`config.mk`:
```
export PLATFORM = sky130hd
export DESIGN_NAME = spi_flash_erase
export DESIGN_NICKNAME = d
export VERILOG_FILES = /design/src/hw/flash_cmd_pkg.sv /design/src/hw/spi_link_pkg.sv /design/src/hw/sector_erase_ctrl.sv /design/src/hw/spi_byte_shifter.sv /design/src/hw/spi_flash_erase.sv
export VERILOG_INCLUDE_DIRS = /design/src /design/src/hw
export SDC_FILE = /design/constraint.sdc
export NUM_CORES = 1
export LEC_CHECK = 0
export ABC_CLOCK_PERIOD_IN_PS = 4500
export BUFFER_PORTS_ARGS = -buffer_cell sky130_fd_sc_hd__buf_4
export CELL_PAD_IN_SITES_DETAIL_PLACEMENT = 1
export CELL_PAD_IN_SITES_GLOBAL_PLACEMENT = 1
export CORE_MARGIN = 2
export CORE_UTILIZATION = 50
export DETAILED_ROUTE_END_ITERATION = 10
export HOLD_SLACK_MARGIN = 0.1
export PLACE_DENSITY = 0.91
export RECOVER_POWER = 50
export SYNTH_ARGS = -nofsm -noshare
export SYNTH_HDL_FRONTEND = slang
export SYNTH_SLANG_ARGS = --single-unit
```
`constraint.sdc`:
```
create_clock -name sys_clk -period 4.5 [get_ports sys_clk]
set_clock_uncertainty 0.1 [all_clocks]
set_input_delay 0.9 -clock sys_clk [delete_from_list [all_inputs] [get_ports sys_clk]]
set_output_delay 0.9 -clock sys_clk [all_outputs]
set_load 0.02 [all_outputs]
```
`src/hw/flash_settings.svh`:
```
`ifndef FLASH_SETTINGS_SVH
`define FLASH_SETTINGS_SVH

// sys_clk cycles per SCK half period
`define SCK_HALF_CYCLES 5

// Deselect time between frames, in sys_clk cycles
`define CS_GAP_CYCLES 8

// Must hold SCK_HALF_CYCLES - 1
`define SPI_HALF_CNT_W 4

`endif

```
`src/hw/flash_cmd_pkg.sv`:
```
package flash_cmd_pkg;

    typedef logic [23:0] flash_addr_t;
    typedef logic [7:0]  flash_opcode_t;

    localparam flash_opcode_t OP_WREN = 8'h06; // Write enable
    localparam flash_opcode_t OP_SE   = 8'hD8; // Sector erase
    localparam flash_opcode_t OP_RDSR = 8'h05; // Read status register

    // Write in progress
    localparam int STATUS_WIP_BIT = 0;

    typedef enum logic [3:0] {
        IDLE,
        WREN_CMD,
        GAP1,
        SE_CMD,
        SE_ADDR,
        GAP2,
        RDSR_CMD,
        RDSR_DATA,
        POLL_GAP,
        DONE
    } erase_state_t;

endpackage

```
`src/hw/spi_link_pkg.sv`:
```
package spi_link_pkg;

    // One byte on the serial line
    typedef logic [7:0] spi_byte_t;

    // Sequencer to shifter
    typedef struct packed {
        logic      start;     // One-cycle pulse, only while shifter idle
        spi_byte_t tx_byte;
    } spi_tx_req_t;

    // Shifter to sequencer
    typedef struct packed {
        logic      byte_done; // One-cycle pulse per start
        spi_byte_t rx_byte;   // Valid with byte_done
    } spi_rx_rsp_t;

endpackage

```
`src/hw/sector_erase_ctrl.sv`:
```
`timescale 1ns/1ps
`include "flash_settings.svh"

module sector_erase_ctrl (
    input  logic                        sys_clk,
    input  logic                        sys_rst_n,
    input  logic                        erase_start,
    input  flash_cmd_pkg::flash_addr_t  erase_addr,
    output spi_link_pkg::spi_tx_req_t   tx_req,
    input  spi_link_pkg::spi_rx_rsp_t   rx_rsp,
    output logic                        spi_cs_n,
    output logic                        busy,
    output logic                        done
);

    localparam int GAP_W    = $clog2(`CS_GAP_CYCLES + 1);
    localparam int GAP_LAST = `CS_GAP_CYCLES - 1;

    flash_cmd_pkg::erase_state_t state;
    flash_cmd_pkg::flash_addr_t  addr_q;
    logic [1:0]                  byte_idx;  // Address byte within SE frame
    logic [GAP_W-1:0]            gap_cnt;
    logic                        gap_end;
    spi_link_pkg::spi_byte_t     addr_byte;
    logic                        wip;

    assign gap_end = (gap_cnt == GAP_LAST[GAP_W-1:0]);
    assign wip     = rx_rsp.rx_byte[flash_cmd_pkg::STATUS_WIP_BIT];

    always_comb begin
        case (byte_idx)
            2'd0:    addr_byte = addr_q[23:16];
            2'd1:    addr_byte = addr_q[15:8];
            default: addr_byte = addr_q[7:0];
        endcase
    end

    always_ff @(posedge sys_clk) begin
        if (state == flash_cmd_pkg::IDLE && erase_start) begin
            addr_q <= erase_addr;
        end
    end

    always_ff @(posedge sys_clk or negedge sys_rst_n) begin
        if (!sys_rst_n) begin
            state    <= flash_cmd_pkg::IDLE;
            tx_req   <= '0;
            byte_idx <= '0;
            gap_cnt  <= '0;
            spi_cs_n <= 1'b1;
            busy     <= 1'b0;
            done     <= 1'b0;
        end else begin
            tx_req.start <= 1'b0;
            done         <= 1'b0;
            case (state)
                flash_cmd_pkg::IDLE: begin
                    if (erase_start) begin
                        state          <= flash_cmd_pkg::WREN_CMD;
                        busy           <= 1'b1;
                        spi_cs_n       <= 1'b0;
                        tx_req.start   <= 1'b1;
                        tx_req.tx_byte <= flash_cmd_pkg::OP_WREN;
                    end
                end
                flash_cmd_pkg::WREN_CMD: begin
                    if (rx_rsp.byte_done) begin
                        state    <= flash_cmd_pkg::GAP1;
                        spi_cs_n <= 1'b1;   // WREN is a frame of its own
                        gap_cnt  <= '0;
                    end
                end
                flash_cmd_pkg::GAP1: begin
                    if (gap_end) begin
                        state          <= flash_cmd_pkg::SE_CMD;
                        spi_cs_n       <= 1'b0;
                        tx_req.start   <= 1'b1;
                        tx_req.tx_byte <= flash_cmd_pkg::OP_SE;
                        byte_idx       <= '0;
                    end else begin
                        gap_cnt <= gap_cnt + 1'b1;
                    end
                end
                flash_cmd_pkg::SE_CMD: begin
                    if (rx_rsp.byte_done) begin
                        state          <= flash_cmd_pkg::SE_ADDR;
                        tx_req.start   <= 1'b1;
                        tx_req.tx_byte <= addr_byte;
                        byte_idx       <= 2'd1;
                    end
                end
                flash_cmd_pkg::SE_ADDR: begin
                    if (rx_rsp.byte_done) begin
                        if (byte_idx == 2'd3) begin
                            state    <= flash_cmd_pkg::GAP2;
                            spi_cs_n <= 1'b1;
                            gap_cnt  <= '0;
                        end else begin
                            tx_req.start   <= 1'b1;
                            tx_req.tx_byte <= addr_byte;
                            byte_idx       <= byte_idx + 2'd1;
                        end
                    end
                end
                flash_cmd_pkg::GAP2, flash_cmd_pkg::POLL_GAP: begin
                    if (gap_end) begin
                        state          <= flash_cmd_pkg::RDSR_CMD;
                        spi_cs_n       <= 1'b0;
                        tx_req.start   <= 1'b1;
                        tx_req.tx_byte <= flash_cmd_pkg::OP_RDSR;
                    end else begin
                        gap_cnt <= gap_cnt + 1'b1;
                    end
                end
                flash_cmd_pkg::RDSR_CMD: begin
                    if (rx_rsp.byte_done) begin
                        state          <= flash_cmd_pkg::RDSR_DATA;
                        tx_req.start   <= 1'b1;
                        tx_req.tx_byte <= 8'h00; // Dummy while status shifts in
                    end
                end
                flash_cmd_pkg::RDSR_DATA: begin
                    if (rx_rsp.byte_done) begin
                        spi_cs_n <= 1'b1;
                        gap_cnt  <= '0;
                        state    <= wip ? flash_cmd_pkg::POLL_GAP : flash_cmd_pkg::DONE;
                    end
                end
                flash_cmd_pkg::DONE: begin
                    state <= flash_cmd_pkg::IDLE;
                    done  <= 1'b1;
                    busy  <= 1'b0;
                end
                default: state <= flash_cmd_pkg::IDLE;
            endcase
        end
    end

endmodule

```
`src/hw/spi_byte_shifter.sv`:
```
`timescale 1ns/1ps
`include "flash_settings.svh"

module spi_byte_shifter (
    input  logic                      sys_clk,
    input  logic                      sys_rst_n,
    input  spi_link_pkg::spi_tx_req_t tx_req,
    output spi_link_pkg::spi_rx_rsp_t rx_rsp,
    input  logic                      spi_miso,
    output logic                      spi_sck,
    output logic                      spi_mosi
);

    localparam int HALF_LAST = `SCK_HALF_CYCLES - 1;

    logic                       active;
    logic [`SPI_HALF_CNT_W-1:0] half_cnt;
    logic [2:0]                 bit_cnt;
    logic                       byte_done;
    logic                       half_end;
    logic                       load;
    spi_link_pkg::spi_byte_t    tx_shift;
    spi_link_pkg::spi_byte_t    rx_shift;

    assign load     = !active && tx_req.start;
    assign half_end = active && (half_cnt == HALF_LAST[`SPI_HALF_CNT_W-1:0]);

    // SCK generation, MOSI update on falling edges
    always_ff @(posedge sys_clk or negedge sys_rst_n) begin
        if (!sys_rst_n) begin
            active    <= 1'b0;
            half_cnt  <= '0;
            bit_cnt   <= '0;
            byte_done <= 1'b0;
            spi_sck   <= 1'b0;
            spi_mosi  <= 1'b0;
        end else begin
            byte_done <= 1'b0;
            if (load) begin
                active   <= 1'b1;
                half_cnt <= '0;
                bit_cnt  <= '0;
                spi_mosi <= tx_req.tx_byte[7]; // MSB goes out first
            end else if (half_end) begin
                half_cnt <= '0;
                spi_sck  <= ~spi_sck;
                if (spi_sck) begin
                    // Falling edge
                    if (bit_cnt == 3'd7) begin
                        active    <= 1'b0;
                        byte_done <= 1'b1;
                    end else begin
                        bit_cnt  <= bit_cnt + 3'd1;
                        spi_mosi <= tx_shift[7];
                    end
                end
            end else if (active) begin
                half_cnt <= half_cnt + 1'b1;
            end
        end
    end

    // Data shift registers
    always_ff @(posedge sys_clk) begin
        if (load) begin
            tx_shift <= {tx_req.tx_byte[6:0], 1'b0};
        end else if (half_end && spi_sck) begin
            tx_shift <= {tx_shift[6:0], 1'b0};
        end

        if (half_end && !spi_sck) begin
            rx_shift <= {rx_shift[6:0], spi_miso}; // Sample on rising edge
        end
    end

    assign rx_rsp.byte_done = byte_done;
    assign rx_rsp.rx_byte   = rx_shift;

endmodule

```
`src/hw/spi_flash_erase.sv`:
```
`timescale 1ns/1ps

module spi_flash_erase (
    input  logic                       sys_clk,
    input  logic                       sys_rst_n,
    input  logic                       erase_start,
    input  flash_cmd_pkg::flash_addr_t erase_addr,
    input  logic                       spi_miso,
    output logic                       spi_sck,
    output logic                       spi_mosi,
    output logic                       spi_cs_n,
    output logic                       busy,
    output logic                       done
);

    spi_link_pkg::spi_tx_req_t tx_req;
    spi_link_pkg::spi_rx_rsp_t rx_rsp;

    // Command sequencing and chip select
    sector_erase_ctrl u_ctrl (
        .sys_clk     (sys_clk),
        .sys_rst_n   (sys_rst_n),
        .erase_start (erase_start),
        .erase_addr  (erase_addr),
        .tx_req      (tx_req),
        .rx_rsp      (rx_rsp),
        .spi_cs_n    (spi_cs_n),
        .busy        (busy),
        .done        (done)
    );

    // Bit-level SPI, mode 0
    spi_byte_shifter u_shifter (
        .sys_clk   (sys_clk),
        .sys_rst_n (sys_rst_n),
        .tx_req    (tx_req),
        .rx_rsp    (rx_rsp),
        .spi_miso  (spi_miso),
        .spi_sck   (spi_sck),
        .spi_mosi  (spi_mosi)
    );

endmodule

```
Yosys cells after proc, flatten, opt, wreduce, memory -nomap -nowiden --
Index checks and enable logic that the tools add are counted.
Cells by class: add/subtract/negate cells 4, equal/unequal tests 28, multiplexer cells 60, bitwise gates (word level) 2, reductions and logical operators 31
Operators with widths (count):
- $mux 4 | 16
- $mux 9 | 7
- $pmux 9 s6 | 1
- $pmux 4 s8 | 1
- $eq 4x3->1 const B | 6
- $ne 2x1->1 const B | 11
- $mux 1 | 20
- $mux 8 | 2
- $pmux 8 s2 | 1
- $mux 3 | 4
- $pmux 4 s3 | 1
- $reduce_and 5->1 | 2
- $reduce_bool 2->1 | 5
- $reduce_and 9->1 | 1
- $reduce_bool 3->1 | 3
- $add 4x1->4 const B | 2
- $eq 4x2->1 const B | 2
- $eq 4x4->1 const B | 2
- $mux 2 | 4
- $reduce_and 8->1 | 1
- $ne 2x2->1 const B | 3
- $pmux 2 s3 | 1
- $reduce_and 3->1 | 2
- $reduce_and 6->1 | 1
- other kinds (18) | 26
Word-level totals: flip-flop bits (word level) 65, input port bits 28, output and inout bits 5

Logic depth before layout (Yosys ltp) --
word-level depth 5, mapped depth 8, mapped depth without buffers 7

Hierarchy --
From an unflattened synthesis, not the netlist that was laid out.
Unflattened totals: cells, all modules 265, area total of the unflattened synthesis 3369.5 um^2
Modules (own cells, without submodules):
- sector_erase_ctrl | instances 1, cells an instance 187, area each 2253.4 um^2, sequential area each 1272.5 um^2
- spi_byte_shifter | instances 1, cells an instance 78, area each 1116.1 um^2, sequential area each 725.7 um^2

Least setup slack after synthesis --
Ideal clock, no wire load.
path kind register to register, start point reg u_ctrl.gap_cnt[0], end point reg u_ctrl.gap_cnt[3], data arrival time 1.884 ns, data required time 4.318 ns, slack 2.434 ns, cell stages (with the launch flop) 7, clock period less this slack 2.066 ns, cells stage by stage dfrtp_1 > ha_1 > nand3b_1 > a21oi_1 > or3_4 > or4_1 > a31oi_1
Between the ends: longest elaborated chain between the ends 3, elaborated cells between the ends (all ways) 6, classes of those cells 1 x add/sub; 2 x eq/ne; 2 x mux; 1 x reduce/logical
RTL lines:
- start, declared | RTL line sector_erase_ctrl.sv:22 | logic [GAP_W-1:0] gap_cnt;
- start signal, assigned | RTL line sector_erase_ctrl.sv:81 | gap_cnt <= gap_cnt + 1'b1;
- start signal, assigned | RTL line sector_erase_ctrl.sv:112 | gap_cnt <= gap_cnt + 1'b1;
- $add 4x1->4 or $eq 4x3->1 (tied branches) | RTL line sector_erase_ctrl.sv:81, sector_erase_ctrl.sv:112, sector_erase_ctrl.sv:27
- $mux 4 or $ne 2x2->1 (tied branches)
- $pmux 4 s3 or $reduce_and 5->1 (tied branches)
Several ways; a longest one is shown, not always the timed one. The select of a mux whose other input is x is not followed. A chain may end at the register's enable or synchronous reset.

Worst setup path in the final report --
start point reg u_ctrl.state[2], end point reg u_ctrl.tx_req[1] (netlist name)
Between the ends: longest elaborated chain between the ends 4, elaborated cells between the ends (all ways) 18, classes of those cells 13 x eq/ne; 1 x mux; 4 x reduce/logical
RTL lines:
- start, declared | RTL line sector_erase_ctrl.sv:19 | flash_cmd_pkg::erase_state_t state;
- start signal, assigned | RTL line sector_erase_ctrl.sv:46 | state <= flash_cmd_pkg::IDLE;
- start signal, assigned | RTL line sector_erase_ctrl.sv:59 | state <= flash_cmd_pkg::WREN_CMD;
- start signal, assigned | RTL line sector_erase_ctrl.sv:68 | state <= flash_cmd_pkg::GAP1;
- $eq 4x3->1 or $eq 4x4->1 (tied branches) | RTL line sector_erase_ctrl.sv:56 | case (state)
- $reduce_or 2->1 | RTL line sector_erase_ctrl.sv:56
- $reduce_bool 6->1 (no line) or $ne 2x1->1 (tied branches)
- $reduce_and 8->1 (no line)
Several ways; a longest one is shown, not always the timed one.

==> out/qor.yml <==
outcome: "finished, violations left"
violations: "max-capacitance violations, max-slew violations"
worstReg2RegStart: "u_ctrl.state[2]$_DFFE_PN0P_"
insertion_delay_ns: 0.35
setup_viol: 0
synth_nets: 323
dr.first_iter.drc_count: 167
drv_slew: 34
synth_area_um2: 3180
clk_pin_slew_worst_paths_ns: 0.08
place_congestion: 0.847
crit_required_ns: 4.65
cts.sinks: 65
tns_ns: 0
antenna_found_initial: 0
timing.rr.end: "u_ctrl.tx_req[1]$_DFFE_PN0P_"
num_rows: 29
viasPerCell: 6.07
die_w_um: 83.8
synth.distinct_cells: 53
cp_data_arrival_time_ns: 2.74
post_dp_cell_area_um2: 3450
hp-class: "reg2reg"
portBuffers: 32
max_cap_violations: 1
avgSynthCellArea_um2: 11.1
cts_setup_buffers: 0
die_y_um: 83.8
dp_hpwl_um: 5110
routed_wl_um: 7670
ys_seq_area_frac: 0.562
grt_first_pass_wirelength_um: 12800
final_nets: 351
fp.coreArea_um2: 6240
synth_cells: 287
clockBufferDepth: 2
htreeDepth: 3
area_growth_pct: 15.9
grt_use_total: 0.236
fmax_mhz: 387
fin_crit_ns: 2.59
vias: 2408
hold_buffers: 0
ff2ff_path_depth: 4
drive_above_1_share: 0.194
ant_nets: 0
synth-edff-count: 32
ir_drop_mv: 0.319
cp-end-kind: "register"
crit_fanout: 25
numCtsBuffers: 9
endpoint: "u_ctrl.tx_req[1]$_DFFE_PN0P_"
async_reset_ff_frac: 0.508
die_area_um2: 7020
initial_core_util: 0.510
powerDensity_nw_per_um2: 529
grt_setup_unrepaired: "false"
wire_per_inst_um: 19.3
grt_max_degree: 34
synthFlopType: "edfxtp_1"
critPathLaunchType: "register"
num_antenna_cells: 0
grt_remaining_overflow: 0
crit_type: "reg2reg"
tritoncts: "built"
r2r_slack_ns: 1.91
power_leakage_uw: 0.00149
cts_resized: 0
critPathLaunch: "u_ctrl.state[2]$_DFFE_PN0P_"
fin_area_um2: 3690
ios: 33
ys_ff_latch: 65
yosysWarnings: 0
firstDrtPassIters: 4
grt_pass1_vias: 2584
relSlewSlack: -0.241
finalHoldViolations: 0
ctsRootBufferMaster: "clkbuf_8"
worstMarginPinSlew_ns: 1.86
fin_crit_sh: 0.575
drc: 0
through the flow:
| stage | instances | utilization | setup slack (ns) | hold WS, ns | power, uW |
|---|---|---|---|---|---|
| floorplan | 287 | - | 2.43 | 0.337 | 1180 |
| global placement | 381 | 0.553 | 2.03 | 0.344 | 1290 |
| detailed placement | 381 | 0.553 | 1.98 | 0.399 | 1330 |
| CTS | 397 | 0.592 | 1.90 | 0.405 | 1960 |
| global route | 397 | 0.591 | 1.70 | 0.432 | 2060 |
| finish | 397 | 0.591 | 1.91 | 0.412 | 1950 |
worst max-delay path, stage by stage (launching register included):
cell     delay (ns)
dfrtp_1        0.83
or4b_1         0.55
a21oi_1        0.56
a21oi_1        0.21
mux2i_1        0.24
registers in the layout, indices dropped and copies added (netlist names), 2 cells and up:
name and count:
u_ctrl.state 4, u_ctrl.byte_idx 2, u_ctrl.addr_q 24, u_shifter.half_cnt 4
u_shifter.tx_shift 7, u_shifter.bit_cnt 3, u_ctrl.tx_req 9, u_ctrl.gap_cnt 4
cells by family after synthesis:
kind of cell,Yosys count,share of synthesized area
fa+ha+maj,8,0.0315
flops,65,0.562
compound gates,74,0.163
mux,9,0.0311
buf+inv,31,0.0393
xor+xnor,3,0.00826
simple gates,97,0.165
report_power, final:
part / total (uW) / internal, uW / switching [uW]
Combinational: 499 / 214 / 285
Clock: 615 / 371 / 244
Sequential: 838 / 715 / 123
how the worst min path moves through the flow:
stage | startpoint | end | slack, ns | cells past startpoint
2_1_floorplan | u_ctrl.tx_req[8]$_DFF_PN0_ | u_shifter.half_cnt[1]$_DFFE_PN0P_ | 0.34 | 1
3_3_place_gp | u_ctrl.tx_req[8]$_DFF_PN0_ | u_shifter.half_cnt[1]$_DFFE_PN0P_ | 0.34 | 1
3_5_place_dp | u_ctrl.tx_req[8]$_DFF_PN0_ | u_shifter.half_cnt[1]$_DFFE_PN0P_ | 0.40 | 1
4_1_cts | sys_rst_n | u_shifter.spi_mosi$_DFFE_PN0P_ | 0.40 | 1
5_1_grt | u_ctrl.tx_req[8]$_DFF_PN0_ | u_shifter.half_cnt[1]$_DFFE_PN0P_ | 0.43 | 1
6_report | u_ctrl.tx_req[7]$_DFFE_PN0P_ | u_shifter.spi_mosi$_DFFE_PN0P_ | 0.41 | 2
cells in the mapped netlist (3+ instances only):
library cell	number	share of area
nor3_1	5	0.0079
nor2b_1	5	0.0098
o211ai_1	6	0.014
o21ai_0	13	0.020
a31oi_1	3	0.0059
mux2_2	7	0.025
a22oi_1	10	0.024
edfxtp_1	32	0.30
nand2_1	32	0.038
a21oi_1	15	0.024
ha_1	8	0.031
nand3_1	8	0.013
a21o_1	3	0.0071
buf_2	4	0.0063
a221o_1	6	0.019
dfrtp_1	32	0.25
o31ai_1	6	0.014
nand4b_1	3	0.0083
nor2_1	18	0.021
clkbuf_1	9	0.011
inv_1	16	0.019
layout by cell type (no fill, tap or decap), types with 5 or more instances in the layout:
| master | n |
|---|---|
| o211ai_1 | 6 |
| o31ai_1 | 6 |
| inv_1 | 16 |
| nor2b_1 | 5 |
| buf_4 | 5 |
| nor2_1 | 18 |
| edfxtp_1 | 32 |
| o21ai_0 | 13 |
| a22oi_1 | 10 |
| mux2_2 | 7 |
| dfrtp_1 | 32 |
| clkbuf_4 | 25 |
| nand3_1 | 8 |
| a21oi_1 | 15 |
| nor3_1 | 5 |
| ha_1 | 8 |
| clkbuf_8 | 9 |
| a221o_1 | 6 |
| nand2_1 | 32 |
routing by layer:
| metal | wire length, um | global-route usage | part of all wire | vias up |
|---|---|---|---|---|
| met4 | 164 | 0.0982 | 0.021 | 0 |
| met2 | 3990 | 0.407 | 0.52 | 66 |
| li1 | - | - | - | 1118 |
| met1 | 3220 | 0.288 | 0.42 | 1207 |
| met5 | 0 | 0 | 0 | - |
| met3 | 295 | 0.0465 | 0.038 | 17 |
layout make-up:
cell class                 instances  area (um^2)
clock inverter                     6          115
sequential                        65         1790
tap                               77         96.3
clock buffer                      10          128
multi-input combinational        191         1270
timing repair buffer              32          233
fill                             681         2550
inverter                          16         60.1
Note: power is estimated with default switching activity, not from simulation.
